--- config.mk ---
export PLATFORM = sky130hd
export DESIGN_NAME = dcont_top
export DESIGN_NICKNAME = d
export VERILOG_FILES = /design/src/common/dcont_pkg.sv /design/src/decode/dest_decode.sv /design/src/decode/alu_immed_decode.sv /design/src/decode/mem_ctl_decode.sv /design/src/logic/ctl_pipe.sv /design/src/logic/bypass_select.sv /design/src/logic/dcont_top.sv
export SDC_FILE = /design/constraint.sdc
export NUM_CORES = 1
export LEC_CHECK = 0
export ABC_AREA = 1
export BUFFER_PORTS_ARGS = -buffer_cell sky130_fd_sc_hd__buf_2
export CORE_ASPECT_RATIO = 1.2
export CORE_UTILIZATION = 40
export DETAILED_ROUTE_END_ITERATION = 8
export GPL_TIMING_DRIVEN = 0
export PLACE_DENSITY = 0.68
export SKIP_CTS_REPAIR_TIMING = 1
export SLEW_MARGIN = 20
export SYNTH_ARGS = -nofsm -noshare
export SYNTH_HDL_FRONTEND = slang
export SYNTH_HIERARCHICAL = 1
export SYNTH_SLANG_ARGS = --single-unit
export TNS_END_PERCENT = 50
--- constraint.sdc ---
create_clock -name SYSCLK -period 1.9 [get_ports SYSCLK]
set_clock_uncertainty 0.1 [all_clocks]
set_input_delay 0.095 -clock SYSCLK [delete_from_list [all_inputs] [get_ports SYSCLK]]
set_output_delay 0.095 -clock SYSCLK [all_outputs]
set_load 0.01 [all_outputs]
--- src/common/dcont_pkg.sv ---
package dcont_pkg;

  typedef logic [31:0] inst_t;
  typedef logic [4:0]  reg_addr_t;
  typedef logic [16:0] immed_t;    // bit 16 is the extension bit.
  typedef logic [10:0] aluop_t;    // one-hot.
  typedef logic [3:0]  width_t;    // one-hot.
  typedef logic [3:0]  sela_t;
  typedef logic [2:0]  selbr_t;
  typedef logic [2:0]  selbi_t;
  typedef logic [2:0]  selc_t;

  localparam int IOP_ADD     = 0;
  localparam int IOP_SUB     = 1;
  localparam int IOP_AND     = 2;
  localparam int IOP_OR      = 3;
  localparam int IOP_XOR     = 4;
  localparam int IOP_NOR     = 5;
  localparam int IOP_SLTS    = 6;
  localparam int IOP_SLTU    = 7;
  localparam int IOP_SLEFT   = 8;
  localparam int IOP_SRIGHTL = 9;
  localparam int IOP_SRIGHTA = 10;

  localparam int W_NONE = 0;
  localparam int W_BYTE = 1;
  localparam int W_HALF = 2;
  localparam int W_WORD = 3;

  // primary opcodes.
  localparam logic [5:0] OP_SPECIAL = 6'h00;
  localparam logic [5:0] OP_REGIMM  = 6'h01;
  localparam logic [5:0] OP_J       = 6'h02;
  localparam logic [5:0] OP_JAL     = 6'h03;
  localparam logic [5:0] OP_BEQ     = 6'h04;
  localparam logic [5:0] OP_BNE     = 6'h05;
  localparam logic [5:0] OP_BLEZ    = 6'h06;
  localparam logic [5:0] OP_BGTZ    = 6'h07;
  localparam logic [5:0] OP_ADDI    = 6'h08;
  localparam logic [5:0] OP_ADDIU   = 6'h09;
  localparam logic [5:0] OP_SLTI    = 6'h0a;
  localparam logic [5:0] OP_SLTIU   = 6'h0b;
  localparam logic [5:0] OP_ANDI    = 6'h0c;
  localparam logic [5:0] OP_ORI     = 6'h0d;
  localparam logic [5:0] OP_XORI    = 6'h0e;
  localparam logic [5:0] OP_LUI     = 6'h0f;
  localparam logic [5:0] OP_LB      = 6'h20;
  localparam logic [5:0] OP_LH      = 6'h21;
  localparam logic [5:0] OP_LW      = 6'h23;
  localparam logic [5:0] OP_LBU     = 6'h24;
  localparam logic [5:0] OP_LHU     = 6'h25;
  localparam logic [5:0] OP_SB      = 6'h28;
  localparam logic [5:0] OP_SH      = 6'h29;
  localparam logic [5:0] OP_SW      = 6'h2b;

  // SPECIAL function field.
  localparam logic [5:0] FN_SLL     = 6'h00;
  localparam logic [5:0] FN_SRL     = 6'h02;
  localparam logic [5:0] FN_SRA     = 6'h03;
  localparam logic [5:0] FN_SLLV    = 6'h04;
  localparam logic [5:0] FN_SRLV    = 6'h06;
  localparam logic [5:0] FN_SRAV    = 6'h07;
  localparam logic [5:0] FN_JR      = 6'h08;
  localparam logic [5:0] FN_JALR    = 6'h09;
  localparam logic [5:0] FN_SYSCALL = 6'h0c;
  localparam logic [5:0] FN_BREAK   = 6'h0d;
  localparam logic [5:0] FN_ADD     = 6'h20;
  localparam logic [5:0] FN_ADDU    = 6'h21;
  localparam logic [5:0] FN_SUB     = 6'h22;
  localparam logic [5:0] FN_SUBU    = 6'h23;
  localparam logic [5:0] FN_AND     = 6'h24;
  localparam logic [5:0] FN_OR      = 6'h25;
  localparam logic [5:0] FN_XOR     = 6'h26;
  localparam logic [5:0] FN_NOR     = 6'h27;
  localparam logic [5:0] FN_SLT     = 6'h2a;
  localparam logic [5:0] FN_SLTU    = 6'h2b;

  localparam logic [4:0] RT_BLTZAL = 5'h10;
  localparam logic [4:0] RT_BGEZAL = 5'h11;

  localparam reg_addr_t REG_ZERO = 5'd0;
  localparam reg_addr_t REG_RA   = 5'd31;

  localparam sela_t SA_RESET   = 4'd0;
  localparam sela_t SA_DBUS    = 4'd1;
  localparam sela_t SA_HOLD    = 4'd2;
  localparam sela_t SA_IMMED   = 4'd3;
  localparam sela_t SA_PCREL   = 4'd4;
  localparam sela_t SA_ALURES  = 4'd5;
  localparam sela_t SA_ALUREGM = 4'd6;
  localparam sela_t SA_REGCWB  = 4'd7;
  localparam sela_t SA_REGASF  = 4'd8;

  localparam selbr_t SBR_RESET   = 3'd0;
  localparam selbr_t SBR_DBUS    = 3'd1;
  localparam selbr_t SBR_HOLD    = 3'd2;
  localparam selbr_t SBR_ALURES  = 3'd3;
  localparam selbr_t SBR_ALUREGM = 3'd4;
  localparam selbr_t SBR_REGCWB  = 3'd5;
  localparam selbr_t SBR_REGBSF  = 3'd6;

  localparam selbi_t SBI_RESET   = 3'd0;
  localparam selbi_t SBI_DBUS    = 3'd1;
  localparam selbi_t SBI_HOLD    = 3'd2;
  localparam selbi_t SBI_IMMED   = 3'd3;
  localparam selbi_t SBI_ALURES  = 3'd4;
  localparam selbi_t SBI_ALUREGM = 3'd5;
  localparam selbi_t SBI_REGCWB  = 3'd6;
  localparam selbi_t SBI_REGBSF  = 3'd7;

  localparam selc_t SC_RESET   = 3'd0;
  localparam selc_t SC_DBUS    = 3'd1;
  localparam selc_t SC_HOLD    = 3'd2;
  localparam selc_t SC_ALUREGM = 3'd3;

  typedef struct packed {
    reg_addr_t addr;
    logic      write;
  } dest_t;

  typedef struct packed {
    logic   dread;
    logic   dwrite;
    logic   dsign;
    logic   rdb_driver;
    width_t width;
  } mem_ctl_t;

  typedef struct packed {
    dest_t    dest;
    mem_ctl_t mem;
    selc_t    selc;
  } e_ctl_t;

endpackage

--- src/decode/dest_decode.sv ---
`timescale 1ns/100ps

module dest_decode (
  input  dcont_pkg::inst_t     inst,
  output dcont_pkg::reg_addr_t rega_addr,
  output dcont_pkg::reg_addr_t regb_addr,
  output dcont_pkg::dest_t     dest
);

  import dcont_pkg::*;

  logic [5:0] opcode;
  logic [5:0] funct;
  reg_addr_t  rs;
  reg_addr_t  rt;
  reg_addr_t  rd;
  reg_addr_t  dest_addr;
  logic       writes;

  assign opcode = inst[31:26];
  assign funct  = inst[5:0];
  assign rs     = inst[25:21];
  assign rt     = inst[20:16];
  assign rd     = inst[15:11];

  assign rega_addr = rs;
  assign regb_addr = rt;

  always_comb begin
    case (opcode)
      OP_SPECIAL: dest_addr = rd;
      OP_REGIMM,
      OP_JAL:     dest_addr = REG_RA;   // link register.
      default:    dest_addr = rt;
    endcase
  end

  always_comb begin
    case (opcode)
      OP_SPECIAL: writes = !(funct inside {FN_JR, FN_SYSCALL, FN_BREAK});
      OP_REGIMM:  writes = (rt == RT_BLTZAL) || (rt == RT_BGEZAL);
      OP_J:       writes = 1'b0;
      OP_BEQ,
      OP_BNE,
      OP_BLEZ,
      OP_BGTZ:    writes = 1'b0;
      OP_SB,
      OP_SH,
      OP_SW:      writes = 1'b0;
      default:    writes = 1'b1;   // unknown opcodes write rt.
    endcase
  end

  // r0 is never a real destination.
  assign dest = '{addr: dest_addr, write: writes && (dest_addr != REG_ZERO)};

endmodule

--- src/decode/alu_immed_decode.sv ---
`timescale 1ns/100ps

module alu_immed_decode (
  input  dcont_pkg::inst_t  inst,
  output dcont_pkg::immed_t immed,
  output dcont_pkg::aluop_t aluop,
  output logic              sel_a_imm,
  output logic              sel_b_imm
);

  import dcont_pkg::*;

  logic [5:0] opcode;
  logic [5:0] funct;
  logic [4:0] rt;

  assign opcode = inst[31:26];
  assign funct  = inst[5:0];
  assign rt     = inst[20:16];

  always_comb begin
    if (opcode inside {OP_ANDI, OP_ORI, OP_XORI})
      immed = {1'b0, inst[15:0]};   // logical ops zero-extend.
    else
      immed = {inst[15], inst[15:0]};
  end

  // sll, srl, sra take the shift amount from the immediate.
  assign sel_a_imm = (opcode == OP_SPECIAL) && (funct inside {FN_SLL, FN_SRL, FN_SRA});
  assign sel_b_imm = (inst[31:29] != 3'b000);

  always_comb begin
    aluop = '0;
    case (opcode)
      OP_SPECIAL:
        case (funct)
          FN_SLL, FN_SLLV:         aluop[IOP_SLEFT]   = 1'b1;
          FN_SRL, FN_SRLV:         aluop[IOP_SRIGHTL] = 1'b1;
          FN_SRA, FN_SRAV:         aluop[IOP_SRIGHTA] = 1'b1;
          FN_ADD, FN_ADDU,
          FN_JALR:                 aluop[IOP_ADD]     = 1'b1;   // link adds.
          FN_SUB, FN_SUBU:         aluop[IOP_SUB]     = 1'b1;
          FN_AND:                  aluop[IOP_AND]     = 1'b1;
          FN_OR:                   aluop[IOP_OR]      = 1'b1;
          FN_XOR:                  aluop[IOP_XOR]     = 1'b1;
          FN_NOR:                  aluop[IOP_NOR]     = 1'b1;
          FN_SLT:                  aluop[IOP_SLTS]    = 1'b1;
          FN_SLTU:                 aluop[IOP_SLTU]    = 1'b1;
          default:                 aluop[IOP_ADD]     = 1'b1;
        endcase
      OP_REGIMM:
        if ((rt == RT_BLTZAL) || (rt == RT_BGEZAL))
          aluop[IOP_ADD] = 1'b1;
        else
          aluop[IOP_XOR] = 1'b1;   // branch compare.
      OP_JAL,
      OP_ADDI,
      OP_ADDIU:                    aluop[IOP_ADD]     = 1'b1;
      OP_BEQ, OP_BNE,
      OP_BLEZ, OP_BGTZ:            aluop[IOP_XOR]     = 1'b1;
      OP_SLTI:                     aluop[IOP_SLTS]    = 1'b1;
      OP_SLTIU:                    aluop[IOP_SLTU]    = 1'b1;
      OP_ANDI:                     aluop[IOP_AND]     = 1'b1;
      OP_ORI:                      aluop[IOP_OR]      = 1'b1;
      OP_XORI:                     aluop[IOP_XOR]     = 1'b1;
      OP_LUI:                      aluop[IOP_SLEFT]   = 1'b1;   // shift by 16.
      default:                     aluop[IOP_ADD]     = 1'b1;
    endcase
  end

endmodule

--- src/decode/mem_ctl_decode.sv ---
`timescale 1ns/100ps

module mem_ctl_decode (
  input  dcont_pkg::inst_t    inst,
  output dcont_pkg::mem_ctl_t mem,
  output dcont_pkg::selc_t    selc
);

  import dcont_pkg::*;

  logic [5:0] opcode;
  logic       is_load;
  logic       is_store;
  width_t     width;

  assign opcode   = inst[31:26];
  assign is_load  = opcode inside {OP_LB, OP_LBU, OP_LH, OP_LHU, OP_LW};
  assign is_store = opcode inside {OP_SB, OP_SH, OP_SW};

  always_comb begin
    width = '0;
    case (opcode)
      OP_LB, OP_LBU, OP_SB: width[W_BYTE] = 1'b1;
      OP_LH, OP_LHU, OP_SH: width[W_HALF] = 1'b1;
      OP_LW, OP_SW:         width[W_WORD] = 1'b1;
      default:              width[W_NONE] = 1'b1;
    endcase
  end

  always_comb begin
    mem.dread      = is_load;
    mem.dwrite     = is_store;
    mem.dsign      = opcode inside {OP_LB, OP_LH};
    mem.rdb_driver = is_store;   // store data onto the bus.
    mem.width      = width;
  end

  // loaded data returns on the data bus.
  assign selc = is_load ? SC_DBUS : SC_ALUREGM;

endmodule

--- src/logic/ctl_pipe.sv ---
`timescale 1ns/100ps

module ctl_pipe (
  input  logic                SYSCLK,
  input  logic                rst_n,
  input  logic                hold,
  input  logic                rls_hold,
  input  logic                xcpn,
  input  dcont_pkg::e_ctl_t   e_in,
  input  dcont_pkg::sela_t    sela,
  input  dcont_pkg::selbr_t   selbr,
  input  dcont_pkg::selbi_t   selbi,
  output dcont_pkg::mem_ctl_t mem_e,
  output dcont_pkg::dest_t    dest_e,
  output dcont_pkg::dest_t    dest_m,
  output dcont_pkg::dest_t    dest_w,
  output dcont_pkg::sela_t    sela_e,
  output dcont_pkg::selbr_t   selbr_e,
  output dcont_pkg::selbi_t   selbi_e,
  output dcont_pkg::selc_t    pselc_m,
  output logic                init_done
);

  import dcont_pkg::*;

  mem_ctl_t mem_e_r;
  selc_t    selc_e;
  logic     rdb_driver_m;

  always_ff @(posedge SYSCLK) begin
    if (!rst_n) begin
      dest_e       <= '0;
      mem_e_r      <= '0;
      selc_e       <= SC_ALUREGM;
      dest_m       <= '0;
      rdb_driver_m <= 1'b0;
      pselc_m      <= SC_ALUREGM;
      sela_e       <= SA_REGASF;
      selbr_e      <= SBR_REGBSF;
      selbi_e      <= SBI_REGBSF;
    end else if (!hold) begin
      dest_e.addr        <= e_in.dest.addr;
      dest_e.write       <= e_in.dest.write & ~xcpn;   // squash entering E.
      mem_e_r.dread      <= e_in.mem.dread & ~xcpn;
      mem_e_r.dwrite     <= e_in.mem.dwrite & ~xcpn;
      mem_e_r.dsign      <= e_in.mem.dsign;
      mem_e_r.rdb_driver <= e_in.mem.rdb_driver;
      mem_e_r.width      <= e_in.mem.width;
      selc_e             <= e_in.selc;
      dest_m.addr        <= dest_e.addr;
      dest_m.write       <= dest_e.write & ~xcpn;      // squash entering M.
      rdb_driver_m       <= mem_e_r.rdb_driver;
      pselc_m            <= selc_e;
      sela_e             <= sela;
      selbr_e            <= selbr;
      selbi_e            <= selbi;
    end
  end

  // W copy has its own hold.
  always_ff @(posedge SYSCLK) begin
    if (!rst_n)
      dest_w <= '0;
    else if (!rls_hold)
      dest_w <= dest_m;
  end

  always_ff @(posedge SYSCLK) begin
    if (!rst_n)
      init_done <= 1'b0;
    else
      init_done <= 1'b1;
  end

  // store driver lags the other strobes by one stage.
  assign mem_e = '{dread:      mem_e_r.dread,
                   dwrite:     mem_e_r.dwrite,
                   dsign:      mem_e_r.dsign,
                   rdb_driver: rdb_driver_m,
                   width:      mem_e_r.width};

endmodule

--- src/logic/bypass_select.sv ---
`timescale 1ns/100ps

module bypass_select (
  input  dcont_pkg::reg_addr_t rega_addr,
  input  dcont_pkg::reg_addr_t regb_addr,
  input  logic                 sel_a_imm,
  input  logic                 sel_b_imm,
  input  dcont_pkg::dest_t     dest_e,
  input  dcont_pkg::dest_t     dest_m,
  input  dcont_pkg::dest_t     dest_w,
  input  dcont_pkg::sela_t     sela_e,
  input  dcont_pkg::selbr_t    selbr_e,
  input  dcont_pkg::selbi_t    selbi_e,
  input  dcont_pkg::selc_t     pselc_m,
  input  logic                 dload,
  input  logic                 hold,
  input  logic                 init_done,
  output dcont_pkg::sela_t     sela,
  output dcont_pkg::selbr_t    selbr,
  output dcont_pkg::selbi_t    selbi,
  output dcont_pkg::selc_t     selc
);

  import dcont_pkg::*;

  logic m_is_load;

  function automatic logic hit(reg_addr_t addr, dest_t dest);
    return dest.write && (dest.addr == addr);
  endfunction

  always_comb begin
    if (!init_done)  selc = SC_RESET;
    else if (dload)  selc = SC_DBUS;
    else if (hold)   selc = SC_HOLD;
    else             selc = pselc_m;
  end

  assign m_is_load = (selc == SC_DBUS);

  always_comb begin
    if (!init_done)                       sela = SA_RESET;
    else if (dload && sela_e == SA_DBUS)  sela = SA_DBUS;   // load data arriving.
    else if (hold)                        sela = SA_HOLD;
    else if (sel_a_imm)                   sela = SA_IMMED;
    else if (hit(rega_addr, dest_e))      sela = SA_ALURES;
    else if (hit(rega_addr, dest_m))      sela = m_is_load ? SA_DBUS : SA_ALUREGM;
    else if (hit(rega_addr, dest_w))      sela = SA_REGCWB;
    else                                  sela = SA_REGASF;
  end

  always_comb begin
    if (!init_done)                         selbr = SBR_RESET;
    else if (dload && selbr_e == SBR_DBUS)  selbr = SBR_DBUS;
    else if (hold)                          selbr = SBR_HOLD;
    else if (hit(regb_addr, dest_e))        selbr = SBR_ALURES;
    else if (hit(regb_addr, dest_m))        selbr = m_is_load ? SBR_DBUS : SBR_ALUREGM;
    else if (hit(regb_addr, dest_w))        selbr = SBR_REGCWB;
    else                                    selbr = SBR_REGBSF;
  end

  always_comb begin
    if (!init_done)                         selbi = SBI_RESET;
    else if (dload && selbi_e == SBI_DBUS)  selbi = SBI_DBUS;
    else if (hold)                          selbi = SBI_HOLD;
    else if (sel_b_imm)                     selbi = SBI_IMMED;
    else if (hit(regb_addr, dest_e))        selbi = SBI_ALURES;
    else if (hit(regb_addr, dest_m))        selbi = m_is_load ? SBI_DBUS : SBI_ALUREGM;
    else if (hit(regb_addr, dest_w))        selbi = SBI_REGCWB;
    else                                    selbi = SBI_REGBSF;
  end

endmodule

--- src/logic/dcont_top.sv ---
`timescale 1ns/100ps

module dcont_top (
  input  logic                 SYSCLK,
  input  logic                 rst_n,
  input  dcont_pkg::inst_t     inst,
  input  logic                 hold,
  input  logic                 rls_hold,
  input  logic                 dload,
  input  logic                 xcpn,
  output dcont_pkg::immed_t    immed,
  output dcont_pkg::sela_t     sela,
  output dcont_pkg::selbr_t    selbr,
  output dcont_pkg::selbi_t    selbi,
  output dcont_pkg::aluop_t    aluop,
  output dcont_pkg::mem_ctl_t  mem,
  output dcont_pkg::selc_t     selc,
  output dcont_pkg::dest_t     regc,
  output dcont_pkg::reg_addr_t rega_addr,
  output dcont_pkg::reg_addr_t regb_addr
);

  import dcont_pkg::*;

  dest_t    dest_s;
  mem_ctl_t mem_s;
  selc_t    selc_s;
  e_ctl_t   e_in;
  logic     sel_a_imm;
  logic     sel_b_imm;
  dest_t    dest_e;
  dest_t    dest_w;
  sela_t    sela_e;
  selbr_t   selbr_e;
  selbi_t   selbi_e;
  selc_t    pselc_m;
  logic     init_done;

  assign e_in = '{dest: dest_s, mem: mem_s, selc: selc_s};

  dest_decode u_dest_decode (
    .inst      (inst),
    .rega_addr (rega_addr),
    .regb_addr (regb_addr),
    .dest      (dest_s)
  );

  alu_immed_decode u_alu_immed_decode (
    .inst      (inst),
    .immed     (immed),
    .aluop     (aluop),
    .sel_a_imm (sel_a_imm),
    .sel_b_imm (sel_b_imm)
  );

  mem_ctl_decode u_mem_ctl_decode (
    .inst (inst),
    .mem  (mem_s),
    .selc (selc_s)
  );

  // regc is the M copy of the destination.
  ctl_pipe u_ctl_pipe (
    .SYSCLK    (SYSCLK),
    .rst_n     (rst_n),
    .hold      (hold),
    .rls_hold  (rls_hold),
    .xcpn      (xcpn),
    .e_in      (e_in),
    .sela      (sela),
    .selbr     (selbr),
    .selbi     (selbi),
    .mem_e     (mem),
    .dest_e    (dest_e),
    .dest_m    (regc),
    .dest_w    (dest_w),
    .sela_e    (sela_e),
    .selbr_e   (selbr_e),
    .selbi_e   (selbi_e),
    .pselc_m   (pselc_m),
    .init_done (init_done)
  );

  bypass_select u_bypass_select (
    .rega_addr (rega_addr),
    .regb_addr (regb_addr),
    .sel_a_imm (sel_a_imm),
    .sel_b_imm (sel_b_imm),
    .dest_e    (dest_e),
    .dest_m    (regc),
    .dest_w    (dest_w),
    .sela_e    (sela_e),
    .selbr_e   (selbr_e),
    .selbi_e   (selbi_e),
    .pselc_m   (pselc_m),
    .dload     (dload),
    .hold      (hold),
    .init_done (init_done),
    .sela      (sela),
    .selbr     (selbr),
    .selbi     (selbi),
    .selc      (selc)
  );

endmodule

==> results of run 1 <==
[worst max-delay path: stages (launching register included)]
cell and delay [ns]:
dfxtp_4 0.38, inv_4 0.05, nand2_2 0.07, nand2_2 0.08, nor2_1 0.12, nand3_2 0.14
nand2_4 0.12, nand2_2 0.07, a21oi_2 0.17, buf_2 0.15
[sequential cells by signal, summed over array words and instances, names as in the netlist]
register,flops
u_ctl_pipe/selbr_e,3
u_ctl_pipe/init_done,1
u_ctl_pipe/selbi_e,3
u_ctl_pipe/pselc_m,3
u_ctl_pipe/mem_e,7
u_ctl_pipe/dest_w,6
u_ctl_pipe/dest_m,6
u_ctl_pipe/selc_e,3
u_ctl_pipe/sela_e,4
u_ctl_pipe/rdb_driver_m,1
u_ctl_pipe/dest_e,6
u_ctl_pipe/mem_e_r,1
[worst paths after layout]
kind	slack [ns]	cells after the start	endpoint	startpoint
hold reg to reg	0.37	2	u_ctl_pipe/mem_e[7]$_SDFFE_PN0N_	u_ctl_pipe/mem_e[7]$_SDFFE_PN0N_
setup / recovery	0.06	9	sela[2]	u_ctl_pipe/dest_m[5]$_SDFFE_PN0N_
hold / removal	0.02	3	u_ctl_pipe/dest_w[0]$_SDFFE_PN0N_	rls_hold
setup reg to reg	0.31	11	u_ctl_pipe/sela_e[0]$_SDFFE_PN0N_	u_ctl_pipe/dest_m[5]$_SDFFE_PN0N_
[kinds of logic (layout without fill, tap and decap cells)]
kind of cell / after synthesis / count (layout) / share of synthesized area (%)
AOI/OAI and AO/OA: 60 / 60 / 8.922
xor gates and xnor gates: 1 / 1 / 0.2459
buffers and inverters: 132 / 242 / 18.93
DFF: 44 / 44 / 24.73
other: 2 / 2 / 0.2108
and+or+nand+nor: 376 / 376 / 46.96
[routing by layer]
| layer | up-vias | wire, um | GRT usage, % |
|---|---|---|---|
| li1 | 2095 | - | - |
| met1 | 1782 | 4338 | 25.28 |
| met2 | 132 | 5077 | 39.76 |
| met3 | 12 | 507 | 2.897 |
| met4 | 0 | 179 | 7.028 |
| met5 | - | 0 | 0 |
[layout by cell type, fill, tap and decap left out, types with 13 or more instances in the layout]
| master | instances |
|---|---|
| buf_4 | 50 |
| nand2_2 | 15 |
| nor2_1 | 112 |
| inv_2 | 20 |
| nand3_1 | 39 |
| inv_1 | 60 |
| buf_2 | 94 |
| dfxtp_1 | 28 |
| o21ai_0 | 35 |
| nor2_2 | 13 |
| nand2_1 | 154 |
[stage by stage]
| step | TNS (ns) | hold WS, ns |
|---|---|---|
| 3_5_place_dp | -0.04613 | 0.1658 |
| 2_1_floorplan | 0 | 0.02272 |
| 6_report | 0 | 0.02155 |
| 3_3_place_gp | 0 | 0.1659 |
| 4_1_cts | -0.6701 | -0.1514 |
| 5_1_grt | -0.09118 | 0.03961 |
[power by group through the flow]
stage / Clock [W] / Sequential [W] / Combinational (W)
after global placement: 0 / 0.00105 / 0.000602
after global routing: 0.000828 / 0.00104 / 0.000735
after detailed placement: 0 / 0.00105 / 0.000613
after CTS: 0.000785 / 0.00103 / 0.000616
after floorplan: 0 / 0.00104 / 0.000413
final: 0.000768 / 0.00103 / 0.000658
[cell type report]
| type | instances | share of cell area, % |
|---|---|---|
| multi-input combinational | 439 | 46.64 |
| sequential | 44 | 20.33 |
| timing repair buffer | 102 | 12.07 |
| buffer | 50 | 8.114 |
| inverter | 82 | 6.923 |
| tap | 117 | 3.240 |
| clock buffer | 6 | 1.828 |
| clock inverter | 2 | 0.8585 |
==> impl_metrics.yaml, run 1 <==
yosys:
  ys_seq_area_share_pct: 24.73
  synthTopCellsByCount: "nand2_1 (165), nor2_1 (116), inv_1 (62)"
  synth_area_sq_um: 3562
  ys_warn_count: 6
  postSynthCellCount: 615
  synth.area.top_cells: "dfxtp_1 (25%), nand2_1 (17%), nor2_1 (12%)"
  synth_top_area_cell: "dfxtp_1"
  syn_nets: 653
  async_reset_ff_share_pct: 0
  ys_ff_latch: 44
  netlist.area_leader.share_pct: 24.73
  synth-main-ff-cell: "dfxtp_1"
  synth_edf_count: 0
  synthMostInstantiatedCell: "nand2_1"
  avgSynthCellArea_sq_um: 5.792
  yosysUniqueCellTypes: 35
timing:
  fin_crit_ns: 1.843
  setup_ws_ns: 0.05690
  max_clock_freq_mhz: 542.6
  finalCritPeriodShare_pct: 97.01
  finalHoldViolCount: 0
  slew_violations: 0
  rsz0062_at_grt: "true"
  finalSetupViolCount: 0
power_and_ir_drop:
  p_switching_w: 0.0007819
  pwr-share-clk_pct: 31.3
  p_comb_share_pct: 26.8
  cellLeakagePower_nw: 2.461
  p_per_area_nw_per_um2: 543.0
  p_total_w: 0.002453
  vdd.ir_drop.worst_v: 0.0003293
  swShare_pct: 31.87
  power.share.sequential_pct: 41.9
  p_int_w: 0.001671
drt:
  postRouteAntennaNets: 0
  first_iter_violations: 187
  routedWlPerCell_um: 12.00
  drt_pre_antenna_iters: 4
  vias_per_cell: 4.776
  via_count: 4021
  drc_errors: 0
  wl_um: 10100
finish:
  multi_input_area_sq_um: 2107
  fillers: 902
  area_delta_synth_final_pct: 26.84
  fin_nets: 762
  ff_latch_area_sq_um: 918.4
  antenna_cells: 0
  drive_gt1_share_pct: 35.03
  instances_no_fill: 842
  fin_util_pct: 52.47
  design_area_sq_um: 4518
floorplanning:
  die-area_sq_um: 9288
  die_h_um: 105.4
  row_count: 37
  start_util_pct: 41.37
  pin_count: 103
  dieWidth_um: 88.15
  core_sq_um: 8611
global_route:
  grt_pass1_vias: 3581
  grt_max_degree: 16
  track_usage_pct: 21.65
  antenna_found_initial: 0
  grt_pass1_wl_um: 15990
  overflow: 0
place:
  dpl_worst_slack_ns: -0.04613
  io_buffers: 92
  place_hpwl_um: 7902
  placedCellCount: 824
  placed_area_sq_um: 4169
  gp_congestion: 0.9091
clocking:
  cts_buffers: 5
  cts_tree: "built"
  cts_sinks: 44
  path_clk_slew_ns: 0.08
  h-tree-depth: 2
  clock_latency_ns: 0.30
  cts_root_buf: "clkbuf_8"
  clockBufferDepth: 2
worst_setup_path:
  cp.arrival_ns: 1.65
  cp_data_required_time_ns: 1.70
  startpoint_type: "register"
  critical_path.max_fanout: 5
  crit_path_end_kind: "primary output"
  path_class: "register to primary output"
status:
  status: "complete, no violations"
job:
  maxCapViolCount: 0
worst_hold_path:
  hold_path_class: "primary input to register"
Note: power is estimated with default switching activity, not from simulation.
==> inputs of run 2 (changes only) <==
- CORE_ASPECT_RATIO: 1.2 -> default
- CORE_UTILIZATION: 40 -> 50
- PLACE_DENSITY: 0.68 -> 0.81
==> impl_metrics.yaml, run 2 (synthesized netlist as in run 1, its figures left out) <==
clocking:
  clock_latency_ns: 0.29
  clockBufferDepth: 2
  cts_buffers: 5
  path_clk_slew_ns: 0.08
  cts_sinks: 44
  h-tree-depth: 2
  cts_tree: "built"
  cts_root_buf: "clkbuf_8"
timing:
  setup_ws_ns: 0.08557
  fin_crit_ns: 1.814
  finalCritPeriodShare_pct: 95.50
  slew_violations: 0
  finalSetupViolCount: 0
  finalHoldViolCount: 0
  max_clock_freq_mhz: 551.1
finish:
  antenna_cells: 0
  mostFrequentLayoutCell: "nand2_1"
  multi_input_area_sq_um: 2077
  drive_gt1_share_pct: 33.93
  fillers: 669
  layout_common_cells: "nand2_1 (159), nor2_1 (111), buf_2 (96), inv_1 (59), buf_4 (48)"
  area_delta_synth_final_pct: 23.46
  ff_latch_area_sq_um: 917.1
  instances_no_fill: 818
  fin_nets: 760
  largest_reg_flops: 7
global_route:
  grt_pass1_vias: 3478
  track_usage_pct: 25.71
  antenna_found_initial: 0
  grt_pass1_wl_um: 15440
  grt_max_degree: 16
  overflow: 0
worst_setup_path:
  cp_data_required_time_ns: 1.70
  cp.arrival_ns: 1.62
  crit_path_end_kind: "primary output"
  startpoint_type: "register"
  path_class: "register to primary output"
  critical_path.max_fanout: 4
floorplanning:
  pin_count: 103
  dieWidth_um: 86.41
  die_h_um: 86.41
  core_sq_um: 6832
  row_count: 30
  start_util_pct: 52.14
  die-area_sq_um: 7466
power_and_ir_drop:
  cellLeakagePower_nw: 2.420
  p_switching_w: 0.0007541
  p_comb_share_pct: 29.3
  p_int_w: 0.001486
  pwr-share-clk_pct: 24.9
  p_total_w: 0.002240
  power.share.sequential_pct: 45.8
  p_per_area_nw_per_um2: 509.3
  vdd.ir_drop.worst_v: 0.0003265
  swShare_pct: 33.66
place:
  io_buffers: 92
  placedCellCount: 803
  dpl_worst_slack_ns: 0.09487
  gp_congestion: 0.9270
  place_hpwl_um: 7606
job:
  maxCapViolCount: 0
drt:
  drc_errors: 0
  wl_um: 9705
  postRouteAntennaNets: 0
  first_iter_violations: 216
  vias_per_cell: 5.011
  drt_pre_antenna_iters: 5
  routedWlPerCell_um: 11.86
  via_count: 4099
status:
  status: "complete, no violations"
worst_hold_path:
  hold_path_class: "primary input to register"
==> run 2: final timing paths <==
kind	from	endpoint	slack, ns	cells past startpoint
worst min-delay path	rls_hold	u_ctl_pipe/dest_w[4]$_SDFFE_PN0N_	0.03	3
worst min register to register	u_ctl_pipe/selc_e[0]$_SDFFE_PN1N_	u_ctl_pipe/pselc_m[0]$_SDFFE_PN1N_	0.37	2
worst max-delay path	u_ctl_pipe/dest_w[3]$_SDFFE_PN0N_	sela[1]	0.09	9
worst max register to register	u_ctl_pipe/init_done$_DFF_P_	u_ctl_pipe/sela_e[0]$_SDFFE_PN0N_	0.35	11
==> run 2: power groups by stage <==
stage | clock network, W | registers, W | logic, W
after floorplan | 0 | 0.00104 | 0.000413
after global placement | 0 | 0.00105 | 0.000598
after detailed placement | 0 | 0.00105 | 0.000611
after CTS | 0.000579 | 0.00103 | 0.000614
after global routing | 0.000608 | 0.00103 | 0.000729
final | 0.000558 | 0.00103 | 0.000656
==> run 2: critical path, stage by stage, from the launching register on <==
cell     delay (ns)
dfxtp_1        0.36
inv_1          0.09
nand2_1        0.07
nand2_1        0.05
nor2_2         0.12
nand3_1        0.13
nand2_2        0.12
nand3_2        0.07
a21oi_2        0.17
buf_2          0.15
==> run 2: routing by layer <==
metal / track usage (%) / routed length (um) / up-vias
li1: - / - / 2088
met1: 33.31 / 4411 / 1849
met2: 43.58 / 4605 / 148
met3: 4.095 / 534 / 14
met4: 8.485 / 153 / 0
met5: 0 / 0 / -
==> run 2: cell type report <==
type,count,area share [%]
Multi-Input combinational cell,439,47.23
Sequential cell,44,20.85
Timing Repair Buffer,100,11.95
Buffer,50,8.336
Inverter,82,7.055
Tap cell,96,2.731
Clock buffer,5,1.565
Clock inverter,2,0.2845
==> run 2: through the flow <==
step                TNS (ns)  hold WS, ns  cell area (sq um)  util, %
detailed placement         0       0.1610               4143    60.64
CTS                  -0.1075      -0.1482               4224    61.83
floorplan                  0      0.02272               3562        -
global route        -0.03556      0.07361               4398    64.38
finish                     0      0.03021               4398    64.38
global placement           0       0.1596               4143    60.64
